`src/design/rv32_defs.svh`:
```
/* RV32 core global defines */

`ifndef RV32_DEFS_SVH
`define RV32_DEFS_SVH

// Data and address width
`define RV32_XLEN 32

// Architectural register count
`define RV32_NREGS 32

// Reset PC and canonical NOP (ADDI x0,x0,0)
`define RV32_PC_START 32'h0000_0000
`define RV32_NOP      32'h0000_0013

`endif

```
`src/design/rv32_isa_pkg.sv`:
```
/* RV32I ISA encodings */

package rv32_isa_pkg;

    // Major opcodes of the supported subset
    typedef enum logic [6:0] {
        OPC_OP     = 7'b0110011,
        OPC_OP_IMM = 7'b0010011,
        OPC_LUI    = 7'b0110111,
        OPC_JAL    = 7'b1101111,
        OPC_BRANCH = 7'b1100011
    } opcode_e;

    // ALU operations
    typedef enum logic [3:0] {
        ALU_ADD    = 4'd0,
        ALU_SUB    = 4'd1,
        ALU_AND    = 4'd2,
        ALU_OR     = 4'd3,
        ALU_XOR    = 4'd4,
        ALU_SLT    = 4'd5,
        ALU_SLL    = 4'd6,
        ALU_SRL    = 4'd7,
        // Operand B straight through, for LUI
        ALU_PASS_B = 4'd8
    } alu_op_e;

    // Branch conditions, ALWAYS marks JAL
    typedef enum logic [1:0] {
        BR_NONE   = 2'd0,
        BR_EQ     = 2'd1,
        BR_NE     = 2'd2,
        BR_ALWAYS = 2'd3
    } br_cond_e;

endpackage

```
`src/design/rv32_pipe_pkg.sv`:
```
/* RV32 pipeline records */

`include "rv32_defs.svh"

package rv32_pipe_pkg;
    import rv32_isa_pkg::*;

    typedef logic [4:0] reg_idx_t;

    // IF/ID register
    typedef struct packed {
        logic [`RV32_XLEN-1:0] pc;
        logic [31:0]           ir;
    } pipe_if_id_t;

    // ID/EX register
    typedef struct packed {
        logic [`RV32_XLEN-1:0] pc;
        reg_idx_t              rs1;
        reg_idx_t              rs2;
        logic [`RV32_XLEN-1:0] rs1_data;
        logic [`RV32_XLEN-1:0] rs2_data;
        logic [`RV32_XLEN-1:0] imm;
        logic                  use_imm;
        alu_op_e               alu_op;
        br_cond_e              br_cond;
        logic                  is_jal;
        reg_idx_t              rd;
        logic                  wr_en;
    } pipe_id_ex_t;

    // Taken branch or jump from EX
    typedef struct packed {
        logic                  valid;
        logic [`RV32_XLEN-1:0] target;
    } redirect_t;

    // One retired instruction
    typedef struct packed {
        logic                  valid;
        logic [`RV32_XLEN-1:0] pc;
        reg_idx_t              rd;
        logic                  wr_en;
        logic [`RV32_XLEN-1:0] data;
    } retire_t;

endpackage

```
`src/design/rv32_fetch.sv`:
```
/* RV32 instruction fetch */

`include "rv32_defs.svh"

module rv32_fetch
    import rv32_pipe_pkg::*;
(
    input  logic                  clk,
    input  logic                  rstz,
    // Instruction memory
    output logic [`RV32_XLEN-1:0] instr_addr,
    input  logic [31:0]           instr_data,
    output logic                  instr_req,
    input  logic                  instr_gnt,
    // Toward decode
    output pipe_if_id_t           fetch,
    output logic                  pipe_out_vld,
    input  logic                  pipe_out_rdy,
    // From EX and control
    input  redirect_t             redirect,
    input  logic                  flush
);

    typedef enum logic [1:0] {
        INIT,
        FETCH,
        STALL
    } state_e;

    logic [`RV32_XLEN-1:0] pc;
    logic [`RV32_XLEN-1:0] pc_last;
    logic                  update_pc;
    logic                  fetch_rdy;
    logic                  fetch_vld;
    // Stale response still in flight after a redirect
    logic                  drop;
    state_e                state, next_state;

    // ==================================================
    // PC generation
    // pc_last tags the response of the address issued last
    always_ff @(posedge clk or negedge rstz) begin
        if (!rstz) begin
            pc      <= `RV32_PC_START;
            pc_last <= '0;
        end else if (redirect.valid) begin
            // Target held in pc until the next issue slot
            pc <= redirect.target;
            if (update_pc) begin
                pc_last <= pc;
            end
        end else if (update_pc) begin
            pc      <= pc + `RV32_XLEN'd4;
            pc_last <= pc;
        end
    end

    assign update_pc = next_state == FETCH;

    // ==================================================
    // Fetch FSM
    always_ff @(posedge clk or negedge rstz) begin
        if (!rstz) state <= INIT;
        else       state <= next_state;
    end

    always_comb begin
        next_state = state;
        case (state)
            INIT:    next_state = FETCH;
            FETCH:   next_state = (instr_gnt && fetch_rdy) ? FETCH : STALL;
            STALL:   if (instr_gnt && fetch_rdy) next_state = FETCH;
            default: next_state = INIT;
        endcase
    end

    // ==================================================
    // Output register
    always_ff @(posedge clk or negedge rstz) begin
        if (!rstz) begin
            fetch_vld <= 1'b0;
            drop      <= 1'b0;
        end else if (flush) begin
            fetch_vld <= 1'b0;
            drop      <= 1'b1;
        end else if (instr_gnt && fetch_rdy) begin
            // First response after a redirect is wrong path
            fetch_vld <= ~drop;
            drop      <= 1'b0;
        end else if (fetch_vld && pipe_out_rdy) begin
            fetch_vld <= 1'b0;
        end
    end

    always_ff @(posedge clk) begin
        if (instr_gnt && fetch_rdy && !flush && !drop) begin
            fetch <= '{pc: pc_last, ir: instr_data};
        end
    end

    // Empty or draining this cycle
    assign fetch_rdy = ~fetch_vld | pipe_out_rdy;

    // Hold the pending address while stalled
    assign instr_addr   = (next_state != FETCH) ? pc_last : pc;
    assign instr_req    = fetch_rdy;
    assign pipe_out_vld = fetch_vld;

endmodule

```
`src/design/rv32_decode.sv`:
```
/* RV32 instruction decode */

`include "rv32_defs.svh"

module rv32_decode
    import rv32_isa_pkg::*;
    import rv32_pipe_pkg::*;
(
    input  logic                  clk,
    input  logic                  rstz,
    input  pipe_if_id_t           fetch,
    input  logic                  pipe_in_vld,
    output logic                  pipe_in_rdy,
    // Register file read
    output reg_idx_t              rs1_idx,
    output reg_idx_t              rs2_idx,
    input  logic [`RV32_XLEN-1:0] rs1_data,
    input  logic [`RV32_XLEN-1:0] rs2_data,
    input  logic                  flush,
    output pipe_id_ex_t           id_ex,
    output logic                  id_vld
);

    opcode_e     raw_opc, opc;
    logic [2:0]  raw_f3, f3;
    logic [6:0]  raw_f7;
    logic        legal;
    logic [31:0] ir;
    pipe_id_ex_t dec;

    // ==================================================
    // Legality check on the raw word
    assign raw_opc = opcode_e'(fetch.ir[6:0]);
    assign raw_f3  = fetch.ir[14:12];
    assign raw_f7  = fetch.ir[31:25];

    always_comb begin
        case (raw_opc)
            // SUB is the only funct7 variant kept
            OPC_OP:     legal = (raw_f7 == 7'b0000000 && raw_f3 != 3'b011)
                             || (raw_f7 == 7'b0100000 && raw_f3 == 3'b000);
            OPC_OP_IMM: legal = raw_f3 inside {3'b000, 3'b010, 3'b100, 3'b110, 3'b111};
            OPC_LUI,
            OPC_JAL:    legal = 1'b1;
            // BEQ and BNE only
            OPC_BRANCH: legal = raw_f3[2:1] == 2'b00;
            default:    legal = 1'b0;
        endcase
    end

    // Anything unsupported runs as NOP
    assign ir      = legal ? fetch.ir : `RV32_NOP;
    assign opc     = opcode_e'(ir[6:0]);
    assign f3      = ir[14:12];
    assign rs1_idx = ir[19:15];
    assign rs2_idx = ir[24:20];

    // ==================================================
    // Control and immediate generation
    always_comb begin
        dec          = '0;
        dec.pc       = fetch.pc;
        dec.rs1      = rs1_idx;
        dec.rs2      = rs2_idx;
        dec.rs1_data = rs1_data;
        dec.rs2_data = rs2_data;
        dec.rd       = ir[11:7];
        dec.alu_op   = ALU_ADD;
        dec.br_cond  = BR_NONE;
        case (opc)
            OPC_OP: begin
                dec.wr_en = 1'b1;
                case (f3)
                    3'b000:  dec.alu_op = ir[30] ? ALU_SUB : ALU_ADD;
                    3'b001:  dec.alu_op = ALU_SLL;
                    3'b010:  dec.alu_op = ALU_SLT;
                    3'b100:  dec.alu_op = ALU_XOR;
                    3'b101:  dec.alu_op = ALU_SRL;
                    3'b110:  dec.alu_op = ALU_OR;
                    default: dec.alu_op = ALU_AND;
                endcase
            end
            OPC_OP_IMM: begin
                dec.wr_en   = 1'b1;
                dec.use_imm = 1'b1;
                // I-type
                dec.imm     = {{20{ir[31]}}, ir[31:20]};
                case (f3)
                    3'b010:  dec.alu_op = ALU_SLT;
                    3'b100:  dec.alu_op = ALU_XOR;
                    3'b110:  dec.alu_op = ALU_OR;
                    3'b111:  dec.alu_op = ALU_AND;
                    default: dec.alu_op = ALU_ADD;
                endcase
            end
            OPC_LUI: begin
                dec.wr_en   = 1'b1;
                dec.use_imm = 1'b1;
                dec.alu_op  = ALU_PASS_B;
                // U-type
                dec.imm     = {ir[31:12], 12'b0};
            end
            OPC_JAL: begin
                dec.wr_en   = 1'b1;
                dec.is_jal  = 1'b1;
                dec.br_cond = BR_ALWAYS;
                // J-type
                dec.imm     = {{12{ir[31]}}, ir[19:12], ir[20], ir[30:21], 1'b0};
            end
            OPC_BRANCH: begin
                dec.br_cond = f3[0] ? BR_NE : BR_EQ;
                // B-type
                dec.imm     = {{20{ir[31]}}, ir[7], ir[30:25], ir[11:8], 1'b0};
            end
            default: ;
        endcase
    end

    // ==================================================
    // ID/EX register
    // EX never stalls, so only a flush refuses the item
    assign pipe_in_rdy = ~flush;

    always_ff @(posedge clk or negedge rstz) begin
        if (!rstz) id_vld <= 1'b0;
        else       id_vld <= pipe_in_vld & pipe_in_rdy;
    end

    always_ff @(posedge clk) begin
        if (pipe_in_vld && pipe_in_rdy) begin
            id_ex <= dec;
        end
    end

endmodule

```
`src/design/rv32_regfile.sv`:
```
/* RV32 register file */

`include "rv32_defs.svh"

module rv32_regfile
    import rv32_pipe_pkg::*;
(
    input  logic                  clk,
    input  logic                  rstz,
    input  reg_idx_t              rs1_idx,
    input  reg_idx_t              rs2_idx,
    output logic [`RV32_XLEN-1:0] rs1_data,
    output logic [`RV32_XLEN-1:0] rs2_data,
    input  logic                  wr_en,
    input  reg_idx_t              wr_idx,
    input  logic [`RV32_XLEN-1:0] wr_data
);

    logic [`RV32_XLEN-1:0] regs [`RV32_NREGS];

    // Read with write-through of a same-cycle write
    function automatic logic [`RV32_XLEN-1:0] read_port(reg_idx_t idx);
        if (idx == '0)                   return '0;
        else if (wr_en && wr_idx == idx) return wr_data;
        else                             return regs[idx];
    endfunction

    always_comb begin
        rs1_data = read_port(rs1_idx);
        rs2_data = read_port(rs2_idx);
    end

    // x0 is never written
    always_ff @(posedge clk or negedge rstz) begin
        if (!rstz) begin
            for (int i = 0; i < `RV32_NREGS; i++) begin
                regs[i] <= '0;
            end
        end else if (wr_en && wr_idx != '0) begin
            regs[wr_idx] <= wr_data;
        end
    end

endmodule

```
`src/design/rv32_execute.sv`:
```
/* RV32 execute and writeback */

`include "rv32_defs.svh"

module rv32_execute
    import rv32_isa_pkg::*;
    import rv32_pipe_pkg::*;
(
    input  logic                  clk,
    input  logic                  rstz,
    input  pipe_id_ex_t           id_ex,
    input  logic                  id_vld,
    input  logic                  fwd_a,
    input  logic                  fwd_b,
    // Register file write
    output logic                  wr_en,
    output reg_idx_t              wr_idx,
    output logic [`RV32_XLEN-1:0] wr_data,
    output redirect_t             redirect,
    output retire_t               retire
);

    logic [`RV32_XLEN-1:0] op_a, op_b_reg, op_b;
    logic [`RV32_XLEN-1:0] alu_res;
    logic [`RV32_XLEN-1:0] link;
    // Result of the previous EX write
    logic [`RV32_XLEN-1:0] res_q;
    logic                  taken;

    // ==================================================
    // Operand select
    assign op_a     = fwd_a ? res_q : id_ex.rs1_data;
    assign op_b_reg = fwd_b ? res_q : id_ex.rs2_data;
    assign op_b     = id_ex.use_imm ? id_ex.imm : op_b_reg;

    always_comb begin
        case (id_ex.alu_op)
            ALU_ADD:    alu_res = op_a + op_b;
            ALU_SUB:    alu_res = op_a - op_b;
            ALU_AND:    alu_res = op_a & op_b;
            ALU_OR:     alu_res = op_a | op_b;
            ALU_XOR:    alu_res = op_a ^ op_b;
            ALU_SLT:    alu_res = {{(`RV32_XLEN-1){1'b0}}, $signed(op_a) < $signed(op_b)};
            ALU_SLL:    alu_res = op_a << op_b[4:0];
            ALU_SRL:    alu_res = op_a >> op_b[4:0];
            ALU_PASS_B: alu_res = op_b;
            default:    alu_res = '0;
        endcase
    end

    // Branch compare on register operands only
    always_comb begin
        case (id_ex.br_cond)
            BR_EQ:     taken = op_a == op_b_reg;
            BR_NE:     taken = op_a != op_b_reg;
            BR_ALWAYS: taken = 1'b1;
            default:   taken = 1'b0;
        endcase
    end

    // ==================================================
    // Writeback and redirect
    assign link     = id_ex.pc + `RV32_XLEN'd4;
    assign wr_en    = id_vld & id_ex.wr_en;
    assign wr_idx   = id_ex.rd;
    assign wr_data  = id_ex.is_jal ? link : alu_res;
    assign redirect = '{valid: id_vld & taken, target: id_ex.pc + id_ex.imm};

    always_ff @(posedge clk) begin
        if (wr_en) res_q <= wr_data;
    end

    // Retire port, one cycle after EX
    always_ff @(posedge clk or negedge rstz) begin
        if (!rstz) begin
            retire <= '0;
        end else begin
            retire <= '{valid: id_vld, pc: id_ex.pc, rd: id_ex.rd,
                        wr_en: id_ex.wr_en, data: wr_data};
        end
    end

endmodule

```
`src/design/rv32_pipe_ctrl.sv`:
```
/* RV32 pipeline control */

module rv32_pipe_ctrl
    import rv32_isa_pkg::*;
    import rv32_pipe_pkg::*;
(
    input  logic        clk,
    input  logic        rstz,
    input  redirect_t   redirect,
    input  pipe_id_ex_t id_ex,
    input  logic        id_vld,
    // Current EX write
    input  logic        wr_en,
    input  reg_idx_t    wr_idx,
    output logic        flush,
    output logic        fwd_a,
    output logic        fwd_b
);

    logic     prev_wr_en;
    reg_idx_t prev_wr_idx;
    logic     reads_rs1, reads_rs2;

    // Previous cycle's EX write, cleared by bubbles
    always_ff @(posedge clk or negedge rstz) begin
        if (!rstz) begin
            prev_wr_en  <= 1'b0;
            prev_wr_idx <= '0;
        end else begin
            prev_wr_en  <= wr_en;
            prev_wr_idx <= wr_idx;
        end
    end

    // LUI and JAL ignore rs1, immediates ignore rs2
    assign reads_rs1 = !id_ex.is_jal && id_ex.alu_op != ALU_PASS_B;
    assign reads_rs2 = !id_ex.use_imm;

    // x0 never forwards
    assign fwd_a = id_vld && reads_rs1 && prev_wr_en
                && prev_wr_idx != '0 && prev_wr_idx == id_ex.rs1;
    assign fwd_b = id_vld && reads_rs2 && prev_wr_en
                && prev_wr_idx != '0 && prev_wr_idx == id_ex.rs2;

    // Kill the wrong path in fetch and decode
    assign flush = redirect.valid;

endmodule

```
`src/design/rv32_core.sv`:
```
/* RV32 core top */

`include "rv32_defs.svh"

module rv32_core
    import rv32_pipe_pkg::*;
(
    input  logic                  clk,
    input  logic                  rstz,
    output logic [`RV32_XLEN-1:0] instr_addr,
    output logic                  instr_req,
    input  logic [31:0]           instr_data,
    input  logic                  instr_gnt,
    output retire_t               retire
);

    // ==================================================
    // Stage interconnect
    pipe_if_id_t           fetch;
    logic                  if_vld, if_rdy;
    pipe_id_ex_t           id_ex;
    logic                  id_vld;
    reg_idx_t              rs1_idx, rs2_idx;
    logic [`RV32_XLEN-1:0] rs1_data, rs2_data;
    logic                  wr_en;
    reg_idx_t              wr_idx;
    logic [`RV32_XLEN-1:0] wr_data;
    redirect_t             redirect;
    logic                  flush, fwd_a, fwd_b;

    rv32_fetch u_fetch (
        .clk, .rstz,
        .instr_addr, .instr_data, .instr_req, .instr_gnt,
        .fetch, .pipe_out_vld(if_vld), .pipe_out_rdy(if_rdy),
        .redirect, .flush
    );

    rv32_decode u_decode (
        .clk, .rstz,
        .fetch, .pipe_in_vld(if_vld), .pipe_in_rdy(if_rdy),
        .rs1_idx, .rs2_idx, .rs1_data, .rs2_data,
        .flush, .id_ex, .id_vld
    );

    rv32_regfile u_regfile (
        .clk, .rstz,
        .rs1_idx, .rs2_idx, .rs1_data, .rs2_data,
        .wr_en, .wr_idx, .wr_data
    );

    rv32_execute u_execute (
        .clk, .rstz,
        .id_ex, .id_vld, .fwd_a, .fwd_b,
        .wr_en, .wr_idx, .wr_data,
        .redirect, .retire
    );

    rv32_pipe_ctrl u_pipe_ctrl (
        .clk, .rstz,
        .redirect, .id_ex, .id_vld,
        .wr_en, .wr_idx,
        .flush, .fwd_a, .fwd_b
    );

endmodule

```
`config.mk`:
```
export PLATFORM = sky130hd
export DESIGN_NAME = rv32_core
export DESIGN_NICKNAME = d
export VERILOG_FILES = /design/src/design/rv32_isa_pkg.sv /design/src/design/rv32_pipe_pkg.sv /design/src/design/rv32_fetch.sv /design/src/design/rv32_decode.sv /design/src/design/rv32_regfile.sv /design/src/design/rv32_execute.sv /design/src/design/rv32_pipe_ctrl.sv /design/src/design/rv32_core.sv
export VERILOG_INCLUDE_DIRS = /design/src /design/src/design
export SDC_FILE = /design/constraint.sdc
export NUM_CORES = 2
export LEC_CHECK = 0
export BUFFER_PORTS_ARGS = -buffer_cell sky130_fd_sc_hd__buf_2
export CAP_MARGIN = 20
export CORE_MARGIN = 8
export CORE_UTILIZATION = 35
export DETAILED_ROUTE_END_ITERATION = 8
export PLACE_DENSITY = 0.48
export SLEW_MARGIN = 20
export SYNTH_ARGS = -nofsm -noshare
export SYNTH_HDL_FRONTEND = slang
export SYNTH_SLANG_ARGS = --single-unit
```
`constraint.sdc`:
```
create_clock -name clk -period 21.1 [get_ports clk]
set_input_delay 6.33 -clock clk [delete_from_list [all_inputs] [get_ports clk]]
set_output_delay 6.33 -clock clk [all_outputs]
set_load 0.005 [all_outputs]
```
==> results.json <==
{
  "synth_seq_cells": 1413,
  "endpoint": "instr_addr[1]",
  "start_util_pct": 35.2,
  "setup_ws_ns": 6.58,
  "drive_gt1_share_pct": 10.7,
  "cp-startpoint": "instr_gnt",
  "grt_usage_pct": 30.5,
  "dpl_worst_slack_ns": 6.56,
  "required_ns": 14.77,
  "cap_viol_max_count": 0,
  "postRouteAntennaNets": 0,
  "synth_nets": 9774,
  "cts_buffers": 168,
  "grt_setup_unrepaired": "no",
  "yosysSeqAreaShare_pct": 44.8,
  "postCtsSetupBuffers": 0,
  "synth_area_per_cell_um2": 8.51,
  "leakage_nw": 37.8,
  "arrival_ns": 8.19,
  "dr_wl_met3_um": 33000,
  "synth_cell_type_count": 98,
  "finClkSkew_ns": 0.0600,
  "htreeDepth": 4,
  "grt_pass1_wl_um": 561000,
  "place_congestion": 0.991,
  "fin_crit_sh_pct": 68.8,
  "async_flop_share_pct": 82.4,
  "slew_headroom_pct": 19.7,
  "routed_via_density": 6.21,
  "die_w_um": 499,
  "clkTransAtPathRegs_ns": 0.06,
  "antenna_found_initial": 26,
  "synth_edf_count": 248,
  "rows": 177,
  "drt-total-wl_um": 396000,
  "setup_viol": 0,
  "critPathCaptureType": "output port",
  "max_freq_mhz": 68.9,
  "path_cells": "buf_2 -> nor2_1 -> inv_1 -> nand2_1 -> nor2_4 -> mux2_2 -> buf_2",
  "path_class": "input pin to output port",
  "clockBufferDepth": 3,
  "clock_latency_ns": 0.87,
  "port-buffer-count": 138,
  "die-area_mm2": 0.249,
  "r2r_end": "u_decode.id_ex[68]$_SDFFCE_PN0P_",
  "drt_iter0_markers": 8997,
  "worstHoldPathType": "flop to flop",
  "crit_fanout": 33,
  "tightest_slew_ns": 1.19,
  "areaGrowthSynthToFinish_pct": 11.8,
  "grt_overflow": 0,
  "ctsResizeCount": 0,
  "max_stage_delay_ns": 0.84,
  "drt_first_pass_iters": 7,
  "vdd_drop_max_mv": 0.0888,
  "post-route-min-period_ns": 14.52,
  "cp-start-kind": "input pin",
  "pwr_density_cell_mw_per_mm2": 101,
  "synthFlopType": "dfrtp_1",
  "critPathMostFrequentCell": "buf_2",
  "crit_slowest_cell": "nor2_4",
  "cts.sinks": 1413,
  "hpwl_um": 255000,
  "ios": 139,
  "m1WireLength_um": 165000,
  "syn_area_mm2": 0.0817,
  "r2r_setup_slack_ns": 11.96,
  "dr_wl_met2_um": 177000,
  "status": "finished, final reports clean",
  "ys_warn_count": 0,
  "die_h_um": 499,
  "grt_pass1_vias": 73100,
  "drv_slew": 0,
  "tritoncts": "yes",
  "vias": 77500,
  "worstRegToRegCells": 25,
  "hold_viol": 0,
  "rr_startpoint": "u_decode.id_ex[12]$_SDFFCE_PN0P_",
  "syn_inst": 9606,
  "fin_tns_setup_ns": 0,
  "cts_root_buf": "clkbuf_16",
  "grt_max_degree": 140,
  "top_layer_used": "met5",
  "core_mm2": 0.232,
  "cts.hold.buffers_added": 0,
  "wl_per_cell_um": 31.7,
  "nets": 9457,
  "drcViolationCount": 0
}
## layout make-up
| class | instances | area [µm²] |
|---|---|---|
| repair buffers | 384 | 2730 |
| fillers | 23300 | 141000 |
| multi-input cells | 7091 | 41400 |
| diodes | 18 | 45.0 |
| flip-flops and latches | 1413 | 36600 |
| well taps | 3043 | 3810 |
| inverters | 231 | 907 |
| clock inverters | 63 | 932 |
| clock buffers | 247 | 4930 |
## logic make-up after synthesis
| family | count (synthesis) | synth area share, % |
|---|---|---|
| flops | 1413 | 44.8 |
| fa+ha+maj | 133 | 2.06 |
| mux | 406 | 5.82 |
| compound gates | 2929 | 22.5 |
| simple gates | 3502 | 18.3 |
| xor+xnor | 121 | 1.30 |
| buf+inv | 1102 | 5.23 |
## stage by stage
step                      area [µm²]  cells  power (mW)  hold WS, ns  util [%]
final                          91400  12500        9.25        0.399      39.3
after global routing           91300  12500        9.68        0.412      39.3
after CTS                      91300  12500        9.27        0.389      39.3
after detailed placement       85400  12200        6.16        0.389      36.8
after global placement         85400  12200        6.12        0.385      36.8
after floorplan                81700   9606        5.20        0.353         -
## synthesized netlist by cell type (all sizes together) (12+ instances only)
library cell	instances	area (µm²)
mux2i	218	2190
o21ai	925	4640
mux2	148	1670
nor3	125	631
o211ai	90	676
xor2	61	534
a41o	16	160
o21a	21	158
o221ai	55	482
a311oi	147	1290
nor2	507	1920
a221o	12	120
a2111oi	15	138
o31ai	23	173
nand4	25	156
a22oi	144	1080
o311a	17	170
mux4	40	901
buf	150	693
or3	16	100
nand2	2111	7920
a21o	73	548
a311o	22	220
nand3	335	1680
a211oi	182	1370
edfxtp	248	7450
o22ai	287	1800
or2	26	163
o2111ai	12	105
nand2b	32	200
xnor2	60	526
and3	165	1030
inv	220	826
dfrtp	1165	29200
and2	49	307
ha	130	1630
nor2b	29	181
nor4	32	236
o21bai	16	120
a221oi	37	324
a21oi	593	2970
or4	17	128
clkbuf	721	2710
a31oi	125	782
## worst min path at each step
stage / startpoint / to / depth (start not counted)
finish: u_fetch.fetch[53]$_DFFE_PP_ / u_decode.id_ex[141]$_DFFE_PP_ / 0
global route: u_regfile.regs[1007]$_DFFE_PN0P_ / u_regfile.regs[1007]$_DFFE_PN0P_ / 0
CTS: u_fetch.fetch[53]$_DFFE_PP_ / u_decode.id_ex[141]$_DFFE_PP_ / 0
detailed placement: u_regfile.regs[1006]$_DFFE_PN0P_ / u_regfile.regs[1006]$_DFFE_PN0P_ / 0
global placement: u_regfile.regs[1001]$_DFFE_PN0P_ / u_regfile.regs[1001]$_DFFE_PN0P_ / 0
floorplan: u_decode.id_ex[1]$_DFFE_PP_ / u_pipe_ctrl.prev_wr_idx[0]$_DFF_PN0_ / 0
## layout by cell type (no fill, tap or decap), types with 36 or more instances in the layout
cell type | netlist | layout
nor2_1 | 505 | 489
mux2_2 | 148 | 148
buf_4 | 9 | 231
ha_1 | 130 | 130
nand2_1 | 2111 | 2068
xor2_1 | 61 | 61
and3_1 | 165 | 163
a311oi_1 | 147 | 146
a21o_1 | 73 | 72
a21oi_1 | 593 | 588
o22ai_1 | 287 | 286
a31oi_1 | 125 | 125
a221oi_1 | 37 | 36
nand3_1 | 335 | 334
mux2i_1 | 217 | 217
buf_2 | 46 | 137
nor3_1 | 124 | 118
o211ai_1 | 90 | 90
clkbuf_1 | 716 | 38
mux4_2 | 40 | 40
xnor2_1 | 60 | 60
and2_1 | 47 | 45
clkbuf_16 | 0 | 170
o21ai_0 | 902 | 899
clkbuf_8 | 0 | 39
a211oi_1 | 182 | 182
edfxtp_1 | 248 | 248
a22oi_1 | 144 | 143
inv_1 | 215 | 211
o221ai_1 | 55 | 55
dfrtp_1 | 1165 | 1165
## metal layers
layer	global-route usage, %	up-vias
met5	0	-
met4	14.4	6
met3	5.69	857
met2	47.5	4118
met1	41.0	38700
li1	-	33800
## registers in the layout (all words and copies together), names as in the netlist, 2 cells and up
register / cells
u_regfile.regs: 1024
u_decode.id_ex: 152
u_execute.retire: 66
u_fetch.fetch: 64
u_execute.res_q: 32
u_fetch.pc: 32
u_fetch.pc_last: 32
u_pipe_ctrl.prev_wr_idx: 5
u_fetch.state: 2
## critical path: cells and delay by family
family | cells | cell delay (ns)
and+or+nand+nor | 3 | 1.05
muxes | 1 | 0.43
buffers and inverters | 3 | 0.34
## power by group
group	internal, mW	switching [mW]
registers	3.38	0.530
logic	0.816	1.44
clock network	1.82	1.27
total	6.02	3.24
Power figures use the tool's default switching activity.
